**src/verilog/ocyrus_pkg.sv**
```systemverilog
package ocyrus_pkg;

	// --------------------
	// link geometry
	localparam int WORD_WIDTH = 8; // bits per word, also the strobe period in clocks
	localparam int LANES = 4; // transmit lanes; single and double builds set 1 or 2
	localparam int LOCK_STROBES = 4; // strobes after reset before lock is reported

	localparam int BIT_CNT_WIDTH = $clog2(WORD_WIDTH);
	localparam int STB_CNT_WIDTH = $clog2(LOCK_STROBES + 1);
	localparam int RX_COUNT_WIDTH = 8; // received word counter, wraps at 256

	// --------------------
	// wishbone register map
	localparam int WB_ADR_WIDTH = 2;
	localparam int WB_DATA_WIDTH = 32;

	localparam logic [WB_ADR_WIDTH-1:0] ADR_TX_WORDS = 2'd0; // lane i in byte i
	localparam logic [WB_ADR_WIDTH-1:0] ADR_RX_WORD = 2'd1; // low byte only
	localparam logic [WB_ADR_WIDTH-1:0] ADR_STATUS = 2'd2; // address 3 reads zero

	typedef logic [WORD_WIDTH-1:0] lane_word_t;
	typedef lane_word_t [LANES-1:0] lane_words_t;

	// status register layout
	typedef struct packed {
		logic [15:0] rsvd_hi;
		logic [RX_COUNT_WIDTH-1:0] rx_count; // bits 15:8
		logic [6:0] rsvd_lo;
		logic locked; // bit 0
	} status_word_t;

	typedef struct packed {
		logic cyc;
		logic stb;
		logic we;
		logic [WB_ADR_WIDTH-1:0] adr;
		logic [WB_DATA_WIDTH-1:0] dat;
	} wb_req_t;

	typedef struct packed {
		logic ack;
		logic [WB_DATA_WIDTH-1:0] dat;
	} wb_rsp_t;

endpackage

```
**src/verilog/serdes_strobe_gen.sv**
```systemverilog
`timescale 1ns/1ps

// word strobe and lock flag, standing in for the clock generator outputs

module serdes_strobe_gen (
	input logic clock,
	input logic rst_n,
	output logic word_strobe,
	output logic locked
);
	import ocyrus_pkg::*;

	logic [BIT_CNT_WIDTH-1:0] bit_cnt; // position within the current word
	logic [STB_CNT_WIDTH-1:0] strobe_cnt; // strobes seen since reset
	logic last_bit;

	// --------------------
	// bit counter

	assign last_bit = (bit_cnt == BIT_CNT_WIDTH'(WORD_WIDTH - 1));

	always_ff @(posedge clock) begin
		if (!rst_n) begin
			bit_cnt <= '0;
		end else if (last_bit) begin
			bit_cnt <= '0; // start of the next word
		end else begin
			bit_cnt <= bit_cnt + 1'b1;
		end
	end

	// one clock wide, in the last bit slot of every word
	assign word_strobe = last_bit;

	// --------------------
	// lock sequencer

	always_ff @(posedge clock) begin
		if (!rst_n) begin
			strobe_cnt <= '0;
			locked <= 1'b0;
		end else if (word_strobe && !locked) begin
			strobe_cnt <= strobe_cnt + 1'b1; // stops counting once locked
			if (strobe_cnt == STB_CNT_WIDTH'(LOCK_STROBES - 1)) begin
				locked <= 1'b1; // held until the next reset
			end
		end
	end

	// strobe_cnt ends at LOCK_STROBES and stays there while locked
	// so a late strobe cannot wrap it back round

endmodule

```
**src/verilog/oserdes_lane.sv**
```systemverilog
`timescale 1ns/1ps

// one parallel to serial lane, MSB first

module oserdes_lane (
	input logic clock,
	input logic rst_n,
	input logic word_strobe,
	input logic locked,
	input ocyrus_pkg::lane_word_t word,
	output logic d_out
);
	import ocyrus_pkg::*;

	lane_word_t load_word; // word taken on the strobe
	lane_word_t shift_reg; // bits still to go out, next one in the MSB

	// nothing but zeros leave the lane until the link is locked
	assign load_word = locked ? word : '0;

	always_ff @(posedge clock) begin
		if (!rst_n) begin
			shift_reg <= '0;
			d_out <= 1'b0;
		end else if (word_strobe) begin
			d_out <= load_word[WORD_WIDTH-1]; // MSB goes out straight away
			shift_reg <= {load_word[WORD_WIDTH-2:0], 1'b0};
		end else begin
			d_out <= shift_reg[WORD_WIDTH-1];
			shift_reg <= {shift_reg[WORD_WIDTH-2:0], 1'b0}; // shift left
		end
	end

	// the LSB leaves in the strobe cycle of the next word, so frames
	// follow each other with no gap

endmodule

```
**src/verilog/iserdes_lane.sv**
```systemverilog
`timescale 1ns/1ps

// serial to parallel receiver, one word per strobe

module iserdes_lane (
	input logic clock,
	input logic rst_n,
	input logic word_strobe,
	input logic data_in,
	output ocyrus_pkg::lane_word_t rx_word,
	output logic rx_valid
);
	import ocyrus_pkg::*;

	lane_word_t shift_reg; // last bits sampled, newest in the LSB
	lane_word_t frame; // the word as of this clock

	// newest bit enters at the LSB end, oldest ends up as the MSB
	assign frame = {shift_reg[WORD_WIDTH-2:0], data_in};

	// --------------------
	// sampling

	always_ff @(posedge clock) begin
		shift_reg <= frame; // samples every clock, reset or not
	end

	// --------------------
	// word capture

	always_ff @(posedge clock) begin
		if (!rst_n) begin
			rx_word <= '0;
			rx_valid <= 1'b0;
		end else begin
			rx_valid <= word_strobe; // one clock after the capture edge
			if (word_strobe) begin
				rx_word <= frame;
			end
		end
	end

	// rx_word holds until the next strobe, so the register block can read
	// it at any time within the frame

endmodule

```
**src/verilog/ocyrus_regs.sv**
```systemverilog
`timescale 1ns/1ps

// wishbone classic register block steering the serdes lanes

module ocyrus_regs (
	input logic clock,
	input logic rst_n,
	input ocyrus_pkg::wb_req_t wb_req,
	output ocyrus_pkg::wb_rsp_t wb_rsp,
	input logic locked,
	input logic rx_valid,
	input ocyrus_pkg::lane_word_t rx_word,
	output ocyrus_pkg::lane_words_t tx_words
);
	import ocyrus_pkg::*;

	logic ack; // single cycle acknowledge
	logic req_seen; // new request this cycle
	logic wr_en;
	logic [WB_DATA_WIDTH-1:0] rd_mux;
	logic [WB_DATA_WIDTH-1:0] rd_data; // held for the ack cycle
	logic [RX_COUNT_WIDTH-1:0] rx_count;
	status_word_t status;

	// --------------------
	// bus handshake

	// a request is only taken while ack is low, so each one is acked once
	assign req_seen = wb_req.cyc && wb_req.stb && !ack;
	assign wr_en = req_seen && wb_req.we;

	always_ff @(posedge clock) begin
		if (!rst_n) begin
			ack <= 1'b0;
		end else begin
			ack <= req_seen; // drops again the next cycle
		end
	end

	// --------------------
	// transmit words

	always_ff @(posedge clock) begin
		if (!rst_n) begin
			tx_words <= '0;
		end else if (wr_en && (wb_req.adr == ADR_TX_WORDS)) begin
			tx_words <= lane_words_t'(wb_req.dat); // lane i from byte i
		end
	end

	// writes to the other addresses are acked and dropped

	// --------------------
	// received word count

	always_ff @(posedge clock) begin
		if (!rst_n) begin
			rx_count <= '0;
		end else if (rx_valid) begin
			rx_count <= rx_count + 1'b1; // wraps at 256
		end
	end

	always_comb begin
		status = '0;
		status.locked = locked;
		status.rx_count = rx_count;
	end

	// read decode

	always_comb begin
		rd_mux = '0;
		case (wb_req.adr)
			ADR_TX_WORDS: begin
				rd_mux = tx_words;
			end
			ADR_RX_WORD: begin
				rd_mux = WB_DATA_WIDTH'(rx_word); // upper bytes zero
			end
			ADR_STATUS: begin
				rd_mux = status;
			end
			default: begin
				rd_mux = '0; // address 3 unused
			end
		endcase
	end

	// read data is captured on the request edge and shown with ack
	always_ff @(posedge clock) begin
		if (req_seen) begin
			rd_data <= rd_mux;
		end
	end

	assign wb_rsp = '{ack: ack, dat: rd_data};

endmodule

```
**src/verilog/ocyrus_quad.sv**
```systemverilog
`timescale 1ns/1ps

// four lane serializer link with one receive lane and a wishbone
// register block, all in the fabric clock domain

module ocyrus_quad (
	input logic clock,
	input logic rst_n,
	input ocyrus_pkg::wb_req_t wb_req,
	output ocyrus_pkg::wb_rsp_t wb_rsp,
	input logic data_in,
	output logic [ocyrus_pkg::LANES-1:0] d_out
);
	import ocyrus_pkg::*;

	logic word_strobe; // last bit slot of each word
	logic locked; // stand-in for the clock generator lock
	lane_words_t tx_words; // lane i in byte i
	lane_word_t rx_word;
	logic rx_valid;

	// --------------------
	// strobe and lock

	serdes_strobe_gen u_strobe_gen (
		.clock       (clock),
		.rst_n       (rst_n),
		.word_strobe (word_strobe),
		.locked      (locked)
	);

	// --------------------
	// transmit lanes

	// all lanes share one strobe so their frames stay aligned
	for (genvar i = 0; i < LANES; i++) begin : g_tx_lane
		oserdes_lane u_tx_lane (
			.clock       (clock),
			.rst_n       (rst_n),
			.word_strobe (word_strobe),
			.locked      (locked),
			.word        (tx_words[i]),
			.d_out       (d_out[i])
		);
	end

	// --------------------
	// receive lane

	iserdes_lane u_rx_lane (
		.clock       (clock),
		.rst_n       (rst_n),
		.word_strobe (word_strobe),
		.data_in     (data_in),
		.rx_word     (rx_word),
		.rx_valid    (rx_valid)
	);

	// --------------------
	// register block

	ocyrus_regs u_regs (
		.clock    (clock),
		.rst_n    (rst_n),
		.wb_req   (wb_req),
		.wb_rsp   (wb_rsp),
		.locked   (locked),
		.rx_valid (rx_valid),
		.rx_word  (rx_word),
		.tx_words (tx_words)
	);

	// a word written to TX_WORDS goes out on the first strobe after the
	// write, one frame slot later, once lock is up

endmodule

```
**config.mk**
```make
export PLATFORM = sky130hd
export DESIGN_NAME = ocyrus_quad
export DESIGN_NICKNAME = d
export VERILOG_FILES = /design/src/verilog/ocyrus_pkg.sv /design/src/verilog/serdes_strobe_gen.sv /design/src/verilog/oserdes_lane.sv /design/src/verilog/iserdes_lane.sv /design/src/verilog/ocyrus_regs.sv /design/src/verilog/ocyrus_quad.sv
export SDC_FILE = /design/constraint.sdc
export NUM_CORES = 1
export LEC_CHECK = 0
export BUFFER_PORTS_ARGS = -buffer_cell sky130_fd_sc_hd__buf_2
export CAP_MARGIN = 20
export CORE_MARGIN = 3
export CORE_UTILIZATION = 45
export DETAILED_ROUTE_END_ITERATION = 12
export GPL_ROUTABILITY_DRIVEN = 1
export PLACE_DENSITY = 0.66
export RECOVER_POWER = 100
export SLEW_MARGIN = 40
export SYNTH_ARGS = -nofsm -noshare
export SYNTH_HDL_FRONTEND = slang
export SYNTH_SLANG_ARGS = --single-unit
```
**constraint.sdc**
```tcl
create_clock -name clock -period 2.83 [get_ports clock]
set_clock_uncertainty 0.15 [all_clocks]
set_input_delay 0.283 -clock clock [delete_from_list [all_inputs] [get_ports clock]]
set_output_delay 0.283 -clock clock [all_outputs]
set_load 0.005 [all_outputs]
```
==> out/metrics.yaml <==
status:
  status: "finished clean"
logic_synthesis:
  ys_seq_elements: 128
  ys_warn_count: 0
  synth.avg_cell_area_um2: 11.81
  synth_top_cell_area_share_pct: 40.19
  netlist_area_um2: 4782
  ys.flop_type: "dfxtp_1"
  yosysTopAreaCell: "dfxtp_1"
  synth_cell_types: 28
  ys_seq_area_share_pct: 60.28
  synth.area.top_cells: "dfxtp_1 (40%), edfxtp_1 (20%), mux2i_1 (12%)"
  syn_inst: 405
  synth_common_cells: "dfxtp_1 (96), nand2_1 (69), mux2i_1 (58), edfxtp_1 (32), and2_1 (29)"
  synth-edff-count: 32
  synthMostInstantiatedCell: "dfxtp_1"
  synthArstFlopShare_pct: 0
  synth_nets: 450
routing:
  routed.top_layer: "met4"
  ant_nets: 0
  routed-via-count: 3126
  dr_wl_met3_um: 403
  wl_per_cell_um: 13.73
  drc_errors: 0
  vias_per_cell: 4.773
  wirelength_um: 8991
  wl_met1_um: 3923
  dr_wl_met2_um: 4576
  drtIter0Drc: 124
  firstDrtPassIters: 5
floorplanning:
  placeableCoreArea_um2: 10320
  start_util_pct: 46.32
  die_y_um: 109.1
  num_rows: 37
  dieWidth_um: 109.1
  io_pins: 77
  die-area_um2: 11900
global_route:
  grt_max_degree: 39
  gr-total-overflow: 0
  grt_antenna_before_repair: 0
  grt_usage_pct: 15.90
  grt_pass1_vias: 3038
  grt_pass1_wl_um: 14350
hold_path:
  min-delay-start: "rst_n"
  hp-class: "in -> reg"
  hold_depth: 2
  hold_end: "u_strobe_gen.strobe_cnt[2]"
critical_path:
  worstPathMaxFanout: 32
  start_kind: "primary input"
  cp.required_ns: 3.10
  rrSetupSlack_ns: 0.81
  r2r-end: "g_tx_lane[2].u_tx_lane.shift_reg[6]"
  worstRegToRegCells: 6
  cp-end-kind: "flop"
  worstSetupPathType: "in -> reg"
  arrival_ns: 2.33
  regToRegStartpoint: "u_strobe_gen.bit_cnt[0]"
timing:
  finalCritPeriodShare_pct: 72.86
  slew_viol_final: 0
  worst_slack_ns: 0.7682
  slew_headroom_pct: 21.07
  fin_setup_tns_ns: 0
  period_needed_ns: 2.062
  grt_setup_unrepaired: "false"
  setup_viol: 0
  tightest_slew_ns: 1.184
  max_freq_ghz: 0.4850
  hold_viol: 0
clock_tree:
  root_buffer: "clkbuf_8"
  cts_buffers: 17
  clkLatencyLatePin_ns: 0.50
  path_clk_slew_ns: 0.05
  cts_tree: "done"
  post_cts_buffers: 0
  cts_max_level: 4
  clkSinkCount: 128
  cts.repair.resized: 0
  hold_buffers: 33
  cts_buffer_depth: 2
power:
  p_per_area_nw_per_um2: 691.0
  power_leakage_uw: 0.002362
  ir_drop_mv: 0.3953
cells_and_area:
  syn_to_final_growth_pct: 25.67
  layout.nets: 551
  drive_gt1_share_pct: 17.53
  antenna_cells: 0
place:
  pre_cts_ws_ns: 0.8483
  dpl.hpwl_um: 5808
  place_congestion: 0.7494
  portBuffers: 76
job:
  timing.max_cap.violations: 0
placed cells by master (no fill, tap or decap), drive strengths merged, types with 2 or more instances in the layout:
| master | n |
|---|---|
| dfxtp | 96 |
| nand2 | 69 |
| mux2i | 58 |
| buf | 58 |
| clkbuf | 44 |
| dlygate4sd3 | 33 |
| edfxtp | 32 |
| and2 | 29 |
| a22o | 28 |
| nor2 | 16 |
| nor2b | 14 |
| clkinv | 7 |
| ha | 5 |
| nand4 | 4 |
| o21ai | 3 |
| or3 | 3 |
| a21boi | 3 |
| xnor2 | 3 |
| bufinv | 3 |
| xor2 | 2 |
| clkinvlp | 2 |
| and3 | 2 |
stage by stage:
stage / util (%) / hold slack [ns] / cell area (µm²) / cells / power [µW]
floorplan: - / 0.1607 / 4782 / 405 / 2041
global placement: 49.90 / 0.1857 / 5151 / 590 / 2098
detailed placement: 49.90 / 0.1921 / 5151 / 590 / 2103
CTS: 58.60 / 0.07931 / 6050 / 655 / 4196
global route: 58.21 / 0.1051 / 6010 / 655 / 4293
finish: 58.21 / 0.09404 / 6010 / 655 / 4153
metal layers:
layer	vias to the layer above	track usage, %
met3	8	4.440
met5	-	0
met1	1466	18.81
met4	0	5.951
li1	1589	-
met2	63	27.41
area by class of cell:
class / count / area (µm²)
Multi-Input combinational cell: 243 / 1664
Clock buffer: 20 / 425.4
Sequential cell: 128 / 2883
Inverter: 1 / 3.754
Timing Repair Buffer: 115 / 720.7
Tap cell: 136 / 170.2
Clock inverter: 12 / 142.6
Fill cell: 871 / 4314
worst max path at each step:
| stage | end | slack [ns] | cells after the start | from |
|---|---|---|---|---|
| after detailed placement | u_regs.tx_words[26] | 0.85 | 4 | wb_req[33] |
| after global routing | u_regs.tx_words[31] | 0.61 | 4 | wb_req[33] |
| after CTS | g_tx_lane[2].u_tx_lane.shift_reg[6] | 1.07 | 6 | u_strobe_gen.bit_cnt[0] |
| after global placement | u_regs.tx_words[5] | 0.93 | 4 | wb_req[33] |
| after floorplan | u_regs.tx_words[0] | 0.66 | 5 | u_regs.ack |
| final | u_regs.tx_words[26] | 0.77 | 4 | wb_req[33] |
cells by family (layout without fill, tap and decap cells):
kind of cell | Yosys count | after routing | synth area share, %
and+or+nand+nor | 138 | 138 | 14.10
AOI/OAI and AO/OA | 37 | 37 | 6.358
xor gates and xnor gates | 5 | 5 | 0.9159
DFF | 128 | 128 | 60.28
adders and majority gates | 5 | 5 | 1.308
buffers and inverters | 34 | 148 | 4.893
muxes | 58 | 58 | 12.14
critical path, cell delays in order:
cell	delay, ns
clkbuf_1	0.46
nor2_8	0.40
and3_2	0.90
mux2i_1	0.27
where the power goes:
part           leakage [µW]  switching, µW  total (µW)  internal, µW
Combinational       0.00101           88.8         174          85.1
Sequential          0.00108           12.9        1920          1910
Clock              0.000276            731        2060          1330
No activity file was read; power rests on OpenSTA's default activity.
